$ cat src/rtl/jpeg_stuff_pkg.sv
`default_nettype none

package jpeg_stuff_pkg;

    // Byte and word geometry
    localparam int BYTE_W     = 8;
    localparam int WORD_BYTES = 4;
    localparam int WORD_W     = BYTE_W * WORD_BYTES;

    // JPEG marker escape
    localparam logic [BYTE_W-1:0] MARKER_BYTE = 8'hff;
    localparam logic [BYTE_W-1:0] STUFF_BYTE  = 8'h00;

    // Worst case is every byte of a word being 0xFF
    localparam int MAX_STUFFED_BYTES = 2 * WORD_BYTES;
    localparam int STUFFED_W         = MAX_STUFFED_BYTES * BYTE_W;

    // Holds counts up to MAX_STUFFED_BYTES
    localparam int LEN_W = 4;

    // Up to 3 leftover bytes plus one full stuffed word, rounded to whole words
    localparam int PEND_BYTES = 12;

endpackage

`default_nettype wire
$ cat src/rtl/jpeg_ff_stuffer.sv
`timescale 1ns/10ps
`default_nettype none

module jpeg_ff_stuffer (
    input  logic                               clk,
    input  logic                               rst,
    input  logic                               data_ready_in,
    input  logic [jpeg_stuff_pkg::WORD_W-1:0]  jpeg_in,
    input  logic                               end_of_file_signal,
    output logic [jpeg_stuff_pkg::WORD_W-1:0]  jpeg_bitstream,
    output logic                               data_ready,
    output logic                               eof_data_partial_ready,
    output logic [1:0]                         eof_byte_count
);

    logic                                   det_valid;
    logic [jpeg_stuff_pkg::WORD_W-1:0]      det_word;
    logic [jpeg_stuff_pkg::WORD_BYTES-1:0]  det_ff;

    logic                                   stf_valid;
    logic [jpeg_stuff_pkg::STUFFED_W-1:0]   stf_bytes;
    logic [jpeg_stuff_pkg::LEN_W-1:0]       stf_len;

    ff_detect i_ff_detect (
        .clk           (clk),
        .rst           (rst),
        .data_ready_in (data_ready_in),
        .jpeg_in       (jpeg_in),
        .det_valid     (det_valid),
        .det_word      (det_word),
        .det_ff        (det_ff)
    );

    byte_stuffer i_byte_stuffer (
        .clk       (clk),
        .rst       (rst),
        .det_valid (det_valid),
        .det_word  (det_word),
        .det_ff    (det_ff),
        .stf_valid (stf_valid),
        .stf_bytes (stf_bytes),
        .stf_len   (stf_len)
    );

    // End of file bypasses the first two stages
    word_packer i_word_packer (
        .clk                    (clk),
        .rst                    (rst),
        .stf_valid              (stf_valid),
        .stf_bytes              (stf_bytes),
        .stf_len                (stf_len),
        .end_of_file_signal     (end_of_file_signal),
        .jpeg_bitstream         (jpeg_bitstream),
        .data_ready             (data_ready),
        .eof_data_partial_ready (eof_data_partial_ready),
        .eof_byte_count         (eof_byte_count)
    );

endmodule

`default_nettype wire

$ cat src/rtl/word_packer.sv
`timescale 1ns/10ps
`default_nettype none

module word_packer (
    input  logic                                  clk,
    input  logic                                  rst,
    input  logic                                  stf_valid,
    input  logic [jpeg_stuff_pkg::STUFFED_W-1:0]  stf_bytes,
    input  logic [jpeg_stuff_pkg::LEN_W-1:0]      stf_len,
    input  logic                                  end_of_file_signal,
    output logic [jpeg_stuff_pkg::WORD_W-1:0]     jpeg_bitstream,
    output logic                                  data_ready,
    output logic                                  eof_data_partial_ready,
    output logic [1:0]                            eof_byte_count
);

    // Pending bytes sit left-aligned with zeros past pend_cnt
    logic [jpeg_stuff_pkg::PEND_BYTES*jpeg_stuff_pkg::BYTE_W-1:0] pend_buf;
    logic [jpeg_stuff_pkg::LEN_W-1:0]                             pend_cnt;
    logic                                                         second_word;

    logic [jpeg_stuff_pkg::PEND_BYTES*jpeg_stuff_pkg::BYTE_W-1:0] merged;
    logic [jpeg_stuff_pkg::PEND_BYTES*jpeg_stuff_pkg::BYTE_W-1:0] new_aligned;
    logic [jpeg_stuff_pkg::LEN_W-1:0]                             total;

    // New bytes go right behind the pending ones
    always_comb begin
        new_aligned = {stf_bytes,
                       {(jpeg_stuff_pkg::PEND_BYTES * jpeg_stuff_pkg::BYTE_W
                         - jpeg_stuff_pkg::STUFFED_W){1'b0}}};
        merged      = pend_buf | (new_aligned >> (int'(pend_cnt) * jpeg_stuff_pkg::BYTE_W));
        total       = pend_cnt + stf_len;
    end

    always_ff @(posedge clk) begin
        if (rst) begin
            pend_buf               <= '0;
            pend_cnt               <= '0;
            second_word            <= 1'b0;
            data_ready             <= 1'b0;
            eof_data_partial_ready <= 1'b0;
            eof_byte_count         <= '0;
        end else begin
            data_ready             <= 1'b0;
            eof_data_partial_ready <= 1'b0;
            eof_byte_count         <= '0;
            second_word            <= 1'b0;
            if (second_word) begin
                // Rollover word from the previous append
                data_ready <= 1'b1;
                pend_buf   <= pend_buf << jpeg_stuff_pkg::WORD_W;
                pend_cnt   <= pend_cnt - jpeg_stuff_pkg::LEN_W'(jpeg_stuff_pkg::WORD_BYTES);
            end else if (stf_valid) begin
                if (total >= jpeg_stuff_pkg::LEN_W'(jpeg_stuff_pkg::WORD_BYTES)) begin
                    data_ready  <= 1'b1;
                    pend_buf    <= merged << jpeg_stuff_pkg::WORD_W;
                    pend_cnt    <= total - jpeg_stuff_pkg::LEN_W'(jpeg_stuff_pkg::WORD_BYTES);
                    second_word <= (total >=
                                    jpeg_stuff_pkg::LEN_W'(2 * jpeg_stuff_pkg::WORD_BYTES));
                end else begin
                    pend_buf <= merged;
                    pend_cnt <= total;
                end
            end else if (end_of_file_signal && (pend_cnt != '0)) begin
                // Flush of 1 to 3 leftover bytes
                data_ready             <= 1'b1;
                eof_data_partial_ready <= 1'b1;
                eof_byte_count         <= pend_cnt[1:0];
                pend_buf               <= '0;
                pend_cnt               <= '0;
            end
        end
    end

    // Output word is the top of the buffer before or after the append
    always_ff @(posedge clk) begin
        if (second_word) begin
            jpeg_bitstream <= pend_buf[$high(pend_buf) -: jpeg_stuff_pkg::WORD_W];
        end else if (stf_valid) begin
            jpeg_bitstream <= merged[$high(merged) -: jpeg_stuff_pkg::WORD_W];
        end else if (end_of_file_signal) begin
            jpeg_bitstream <= pend_buf[$high(pend_buf) -: jpeg_stuff_pkg::WORD_W];
        end
    end

endmodule

`default_nettype wire

$ cat src/rtl/byte_stuffer.sv
`timescale 1ns/10ps
`default_nettype none

module byte_stuffer (
    input  logic                                   clk,
    input  logic                                   rst,
    input  logic                                   det_valid,
    input  logic [jpeg_stuff_pkg::WORD_W-1:0]      det_word,
    input  logic [jpeg_stuff_pkg::WORD_BYTES-1:0]  det_ff,
    output logic                                   stf_valid,
    output logic [jpeg_stuff_pkg::STUFFED_W-1:0]   stf_bytes,
    output logic [jpeg_stuff_pkg::LEN_W-1:0]       stf_len
);

    logic [jpeg_stuff_pkg::STUFFED_W-1:0] stuffed;
    logic [jpeg_stuff_pkg::LEN_W-1:0]     len;
    int                                   pos;

    // Walk the bytes from the top, each one lands at the next free slot
    always_comb begin
        stuffed = '0;
        len     = '0;
        pos     = 0;
        for (int i = jpeg_stuff_pkg::WORD_BYTES - 1; i >= 0; i--) begin
            pos = jpeg_stuff_pkg::STUFFED_W - 1 - int'(len) * jpeg_stuff_pkg::BYTE_W;
            stuffed[pos -: jpeg_stuff_pkg::BYTE_W] =
                det_word[i*jpeg_stuff_pkg::BYTE_W +: jpeg_stuff_pkg::BYTE_W];
            len = len + 1'b1;
            if (det_ff[i]) begin
                // Zero byte right behind the marker
                pos = jpeg_stuff_pkg::STUFFED_W - 1 - int'(len) * jpeg_stuff_pkg::BYTE_W;
                stuffed[pos -: jpeg_stuff_pkg::BYTE_W] = jpeg_stuff_pkg::STUFF_BYTE;
                len = len + 1'b1;
            end
        end
    end

    always_ff @(posedge clk) begin
        if (rst) begin
            stf_valid <= 1'b0;
        end else begin
            stf_valid <= det_valid;
        end
    end

    always_ff @(posedge clk) begin
        if (det_valid) begin
            stf_bytes <= stuffed;
            stf_len   <= len;
        end
    end

endmodule

`default_nettype wire

$ cat src/rtl/ff_detect.sv
`timescale 1ns/10ps
`default_nettype none

module ff_detect (
    input  logic                                   clk,
    input  logic                                   rst,
    input  logic                                   data_ready_in,
    input  logic [jpeg_stuff_pkg::WORD_W-1:0]      jpeg_in,
    output logic                                   det_valid,
    output logic [jpeg_stuff_pkg::WORD_W-1:0]      det_word,
    output logic [jpeg_stuff_pkg::WORD_BYTES-1:0]  det_ff
);

    logic [jpeg_stuff_pkg::WORD_BYTES-1:0] ff_hit;

    // Marker compare per byte, bit 3 is the most significant byte
    always_comb begin
        for (int i = 0; i < jpeg_stuff_pkg::WORD_BYTES; i++) begin
            ff_hit[i] = (jpeg_in[i*jpeg_stuff_pkg::BYTE_W +: jpeg_stuff_pkg::BYTE_W]
                         == jpeg_stuff_pkg::MARKER_BYTE);
        end
    end

    always_ff @(posedge clk) begin
        if (rst) begin
            det_valid <= 1'b0;
        end else begin
            det_valid <= data_ready_in;
        end
    end

    // Word and flags move together on the input strobe
    always_ff @(posedge clk) begin
        if (data_ready_in) begin
            det_word <= jpeg_in;
            det_ff   <= ff_hit;
        end
    end

endmodule

`default_nettype wire

$ cat config.mk
export PLATFORM = sky130hd
export DESIGN_NAME = jpeg_ff_stuffer
export DESIGN_NICKNAME = d
export VERILOG_FILES = /design/src/rtl/jpeg_stuff_pkg.sv /design/src/rtl/jpeg_ff_stuffer.sv /design/src/rtl/word_packer.sv /design/src/rtl/byte_stuffer.sv /design/src/rtl/ff_detect.sv
export SDC_FILE = /design/constraint.sdc
export NUM_CORES = 1
export LEC_CHECK = 0
export BUFFER_PORTS_ARGS = -buffer_cell sky130_fd_sc_hd__buf_2
export CAP_MARGIN = 20
export CORE_UTILIZATION = 58
export DETAILED_ROUTE_END_ITERATION = 10
export PLACE_DENSITY = 0.76
export SETUP_SLACK_MARGIN = 0.15
export SYNTH_ARGS = -nofsm -noshare
export SYNTH_HDL_FRONTEND = slang
export SYNTH_HIERARCHICAL = 1
export SYNTH_SLANG_ARGS = --single-unit
$ cat constraint.sdc
create_clock -name clk -period 3.9 [get_ports clk]
set_input_delay 1.17 -clock clk [delete_from_list [all_inputs] [get_ports clk]]
set_output_delay 1.17 -clock clk [all_outputs]
set_load 0.01 [all_outputs]
==> results of run 1 <==
[kinds of logic after synthesis]
group	synth area share
compound gates	0.262
xor+xnor	0.00551
fa+ha+maj	0.0117
buf+inv	0.0519
flops	0.442
mux	0.0990
simple gates	0.128
[layout make-up]
type                    count  area (sq um)
fillers                  1954          8290
flip-flops and latches    243          6230
clock buffers              33           728
well taps                 319           399
clock inverters            17           148
inverters                  21          78.8
multi-input cells         982          7130
repair buffers            103           603
[how the worst max path moves through the flow]
stage	start	to	slack, ns	cells after the start
finish	i_ff_detect/det_ff[1]	i_byte_stuffer/stf_bytes[24]	0.65	6
global route	i_ff_detect/det_ff[1]	i_byte_stuffer/stf_bytes[57]	0.50	6
CTS	i_ff_detect/det_ff[1]	i_byte_stuffer/stf_bytes[62]	0.68	6
detailed placement	i_ff_detect/det_ff[1]	i_byte_stuffer/stf_bytes[62]	0.66	6
global placement	i_ff_detect/det_ff[1]	i_byte_stuffer/stf_bytes[62]	0.77	6
floorplan	i_word_packer/pend_cnt[1]	i_word_packer/pend_buf[57]	1.11	11
[power groups by stage]
stage	Clock [mW]	Sequential [mW]	Combinational, mW
6_report	2.53	3.10	1.27
4_1_cts	2.56	3.09	1.22
5_1_grt	2.65	3.12	1.35
2_1_floorplan	0	3.08	0.877
3_3_place_gp	0	3.14	1.20
3_5_place_dp	0	3.15	1.22
[tightest hold or removal path: stages, from the launching register on]
cell     delay (ns)
dfxtp_1        0.33
nand2_1        0.06
a21oi_1        0.05
[registers in the layout, summed over array words and instances, names as in the netlist, 2 cells and up]
| signal | cells |
|---|---|
| i_word_packer/pend_buf | 96 |
| i_byte_stuffer/stf_bytes | 64 |
| i_word_packer/pend_cnt | 4 |
| i_word_packer/eof_byte_count | 2 |
| i_ff_detect/det_word | 32 |
| i_ff_detect/det_ff | 4 |
| i_word_packer/jpeg_bitstream | 32 |
| i_byte_stuffer/stf_len | 4 |
[per-layer routing]
| metal | GRT usage | part of all wire | vias up |
|---|---|---|---|
| met3 | 0.0619 | 0.10 | 154 |
| met1 | 0.491 | 0.40 | 5891 |
| li1 | - | - | 5402 |
| met4 | 0.175 | 0.055 | 0 |
| met2 | 0.564 | 0.44 | 844 |
| met5 | 0 | 0 | - |
[layout by cell type, fill, tap and decap left out, types with 15 or more instances in the layout]
cell type and instances:
a211o_1 28, nor2_1 102, o221ai_1 15, edfxtp_1 136, dfxtp_1 103, mux2i_1 64, clkbuf_16 27, nand2_1 89
mux2_2 40, or3_1 17, o22ai_1 27, a32o_1 15, nand3_1 35, inv_1 19, buf_4 31, a211oi_1 15
a221o_1 22, o21bai_1 17, a221oi_1 21, a21o_1 38, a22oi_1 85, nor2b_1 15, buf_2 71, o21ai_0 32
a21oi_1 83
==> run_results.csv, run 1 <==
group,metric,value,unit
place,place_area,14400,sq um
worst_setup_path,startpoint_type,"register",
worst_setup_path,regToRegEndpoint,"i_byte_stuffer/stf_bytes[24]",
power,p_comb_frac,0.184,
clock_network,clk_latency,0.55,ns
synthesis,yosysTopAreaCell,"edfxtp_1",
timing,tns,0,ns
synthesis,synth_warnings,6,
timing,min_period_over_period,0.833,
global_routing,grt_pass1_vias,11300,
synthesis,ys.flop_type,"edfxtp_1",
global_routing,grt_pass1_wl,68000,microns
worst_setup_path,cp_slowest_cell,"fa_1",
timing,holdWs,0.493,ns
clock_network,tritoncts.num_buffers,27,
drt,wl,44900,microns
synthesis,synth_cells,1371,
clock_network,clk_pin_slew,0.06,ns
synthesis,ys_top_cells_by_count,"136 x edfxtp_1, 107 x dfxtp_1, 102 x nor2_1, 89 x nand2_1, 85 x a22oi_1",
layout,postLayoutCellArea,15300,sq um
clock_network,root_buffer,"clkbuf_16",
drt,wl_per_cell,26.1,microns
synthesis,async_flop_share,0,
power,switching_power,2.06,mW
global_routing,grt_max_degree,54,
power,p_sw_frac,0.298,
synthesis,synthesis.nets,1419,
synthesis,yosysMostFrequentCell,"edfxtp_1",
worst_hold_path,min_from,"i_word_packer/pend_buf[7]",
worst_setup_path,path_buf_inv,1,
global_routing,grt_overflow,0,
drt,firstDrtPassIters,8,
layout,utilization,0.649,
timing,relSlewSlack,0.266,
floorplan,dieHeight,158,microns
drt,drt_iter0_drc,1803,
synthesis,syn_avg_cell_area,10.3,sq um
timing,worst_pin_slew,1.10,ns
synthesis,synth_edf_count,136,
power,p_int,4.84,mW
floorplan,rows,56,
timing,rsz0062_at_grt,"no",
place,gp_congestion,0.995,
floorplan,start_util,0.596,
worst_setup_path,crit_path_max_fanout,16,
synthesis,yosysTopAreaCellShare,0.290,
drt,drc,0,
place,place_inst,1666,
global_routing,grt_util_all_layers,0.363,
timing,drv_slew,0,
worst_setup_path,required,4.17,ns
layout,drive_gt1_frac,0.175,
power,clockPowerShare,0.366,
synthesis,synth_seq_area_share,0.442,
clock_network,cts_tree,"built",
timing,fin_crit,3.25,ns
clock_network,clk_path_buf_depth,3,
worst_hold_path,min_to,"i_word_packer/pend_buf[7]",
worst_hold_path,holdPathStages,2,
drt,drtAntennaViolNets,0,
drt,vias,12300,
timing,setup_viol,0,
worst_setup_path,end_kind,"register",
layout,diodes,0,
place,dpl.hpwl,31000,microns
drt,avgViaCountPerCell,7.15,
synthesis,yosysUniqueCellTypes,89,
place,port_buffers,71,
worst_setup_path,crit_family,"adder cells",
timing,finalWorstSetupSlack,0.651,ns
floorplan,ios,72,
power,p_per_area,450,nW/um^2
clock_network,ctsHoldBuffers,0,
outcome,status,"complete, no violations",
layout,syn_to_final_growth,8.86,%
synthesis,ys_ff_latch,243,
power,p_leak,5.70,nW
synthesis,synthTopCellsByArea,"edfxtp_1 29%, dfxtp_1 15%, mux2i_1 4.6%, a22oi_1 4.5%, mux2_2 3.2%",
power,peakVddDrop,0.000438,V
floorplan,core,23600,sq um
timing,clock_skew,0.0152,ns
worst_setup_path,max_stage_delay,0.98,ns
worst_setup_path,rr_worst_depth,6,
clock_network,htreeDepth,1,
clock_network,post_cts_resized,0,
worst_setup_path,worstSetupPathType,"register to register",
place,post-place-ws,0.663,ns
layout,finalNonFillerCells,1718,
timing,final_hold_viol_count,0,
worst_setup_path,crit_chain,"inv_1 > fa_1 > nand3_1 > or4_4 > a21oi_2 > a21oi_1",
floorplan,chipWidth,158,microns
worst_setup_path,reg2reg_from,"i_ff_detect/det_ff[1]",
worst_hold_path,hold_path.class,"register to register",
flow_run,cap_violations,0,
timing,fmax,0.308,GHz
clock_network,cts_setup_buffers,0,
clock_network,cts.sinks,243,
worst_setup_path,worstPathArrival,3.52,ns
power,total_power,6.90,mW
power,seqPwrFrac,0.450,
floorplan,die_area,24900,sq um
layout,num-nets-final,1426,
global_routing,antenna_found_initial,0,
synthesis,syn_area,14100,sq um
worst_setup_path,r2r_slack,0.65,ns
Power figures use the tool's default switching activity.
==> inputs of run 2 (changes only) <==
Clock period 3.9 ns to 3.4 ns, I/O delays scaled along.
==> run_results.csv, run 2 (synthesized netlist as in run 1, its figures left out) <==
group,metric,value,unit
clock_network,tritoncts.num_buffers,26,
place,dpl.hpwl,31000,microns
layout,layout_commonest_cell,"edfxtp_1",
flow_run,cap_violations,0,
global_routing,grt_overflow,0,
clock_network,cts_tree,"built",
layout,final_cell_mix,"136 x edfxtp_1, 103 x dfxtp_1, 102 x nor2_1",
clock_network,cts.sinks,243,
worst_setup_path,cp_slowest_cell,"nor2_2",
clock_network,ctsHoldBuffers,0,
worst_setup_path,crit_top_cell,"nor2_2",
worst_setup_path,path_buf_inv,1,
timing,setup_viol,0,
outcome,status,"complete, no violations",
drt,wl,44400,microns
clock_network,clk_pin_slew,0.07,ns
worst_setup_path,crit_chain,"ha_1 > inv_1 > fa_1 > xnor2_1 > a211oi_2 > nor2_2 > nor2_2 > a221o_1",
timing,fmax,0.329,GHz
layout,syn_to_final_growth,8.93,%
global_routing,antenna_found_initial,1,
timing,min_period_over_period,0.894,
timing,rsz0062_at_grt,"no",
floorplan,core,23600,sq um
place,port_buffers,71,
floorplan,ios,72,
timing,clock_skew,0.0117,ns
drt,wl_per_cell,25.8,microns
global_routing,grt_pass1_wl,67500,microns
clock_network,post_cts_resized,0,
drt,avgViaCountPerCell,7.19,
timing,drv_slew,0,
timing,worst_pin_slew,1.19,ns
floorplan,die_area,24900,sq um
clock_network,cts_setup_buffers,0,
power,total_power,7.80,mW
layout,regMostFlops,"i_word_packer/pend_buf",
timing,fin_crit,3.04,ns
power,peakVddDrop,0.000437,V
worst_setup_path,crit_family,"simple AND/OR/NAND/NOR gates",
global_routing,grt_pass1_vias,11500,
drt,drc,0,
drt,vias,12400,
place,gp_congestion,1.04,
worst_setup_path,startpoint_type,"register",
clock_network,htreeDepth,1,
clock_network,clk_latency,0.54,ns
floorplan,dieHeight,158,microns
worst_setup_path,worstPathArrival,3.52,ns
worst_setup_path,required,3.88,ns
place,post-place-ws,0.454,ns
worst_setup_path,max_stage_delay,0.92,ns
layout,drive_gt1_frac,0.177,
clock_network,root_buffer,"clkbuf_16",
worst_hold_path,hold_path.class,"register to register",
power,p_leak,5.72,nW
global_routing,grt_util_all_layers,0.358,
layout,num-nets-final,1431,
floorplan,rows,56,
drt,firstDrtPassIters,6,
worst_setup_path,worstSetupPathType,"register to register",
drt,drtAntennaViolNets,0,
layout,largest_reg_flops,96,
worst_setup_path,crit_path_max_fanout,24,
drt,drt_iter0_drc,1928,
timing,tns,0,ns
floorplan,chipWidth,158,microns
layout,diodes,0,
layout,reg_top3,"i_word_packer/pend_buf: 96 flops, i_byte_stuffer/stf_bytes: 64 flops",
global_routing,grt_max_degree,85,
worst_setup_path,end_kind,"register",
power,p_per_area,508,nW/um^2
timing,relSlewSlack,0.206,
floorplan,start_util,0.596,
timing,final_hold_viol_count,0,
clock_network,clk_path_buf_depth,3,
timing,finalWorstSetupSlack,0.361,ns
run 2: worst paths after layout:
| kind | startpoint | to | slack (ns) | cells after the start |
|---|---|---|---|---|
| min reg2reg | i_word_packer/pend_buf[7] | i_word_packer/pend_buf[7] | 0.49 | 2 |
| min | i_word_packer/pend_buf[7] | i_word_packer/pend_buf[7] | 0.49 | 2 |
| max | i_word_packer/pend_cnt[0] | i_word_packer/pend_buf[85] | 0.36 | 8 |
| max reg2reg | i_word_packer/pend_cnt[0] | i_word_packer/pend_buf[85] | 0.36 | 8 |
run 2: report_power, final:
part           total, mW  internal [mW]  switching (mW)  leakage [nW]
Combinational       1.48          0.539           0.939          3.17
Sequential          3.55           3.35           0.203          2.14
Clock               2.77           1.59            1.18         0.411
Total               7.80           5.48            2.32          5.72
run 2: tightest hold or removal path, stage by stage (launching register included):
cell     delay, ns
dfxtp_1       0.33
nand2_1       0.06
a21oi_1       0.06
run 2: layer usage:
| layer | vias up | track usage | part of all wire |
|---|---|---|---|
| met2 | 879 | 0.566 | 0.45 |
| met4 | 2 | 0.178 | 0.052 |
| met5 | - | 0 | 0.00025 |
| met3 | 163 | 0.0619 | 0.11 |
| met1 | 5918 | 0.474 | 0.39 |
| li1 | 5418 | - | - |
run 2: layout make-up:
class	count	area, sq um
clock buffers	30	686
clock inverters	17	145
fillers	1916	8280
inverters	21	78.8
multi-input cells	982	7130
flip-flops and latches	243	6230
well taps	319	399
repair buffers	109	666
run 2: per-stage QoR:
step	area (sq um)	utilization	hold slack, ns	instances
floorplan	14100	-	0.446	1371
global placement	14500	0.614	0.462	1674
detailed placement	14500	0.614	0.474	1674
CTS	15300	0.649	0.487	1721
global route	15300	0.649	0.519	1721
finish	15300	0.649	0.495	1721
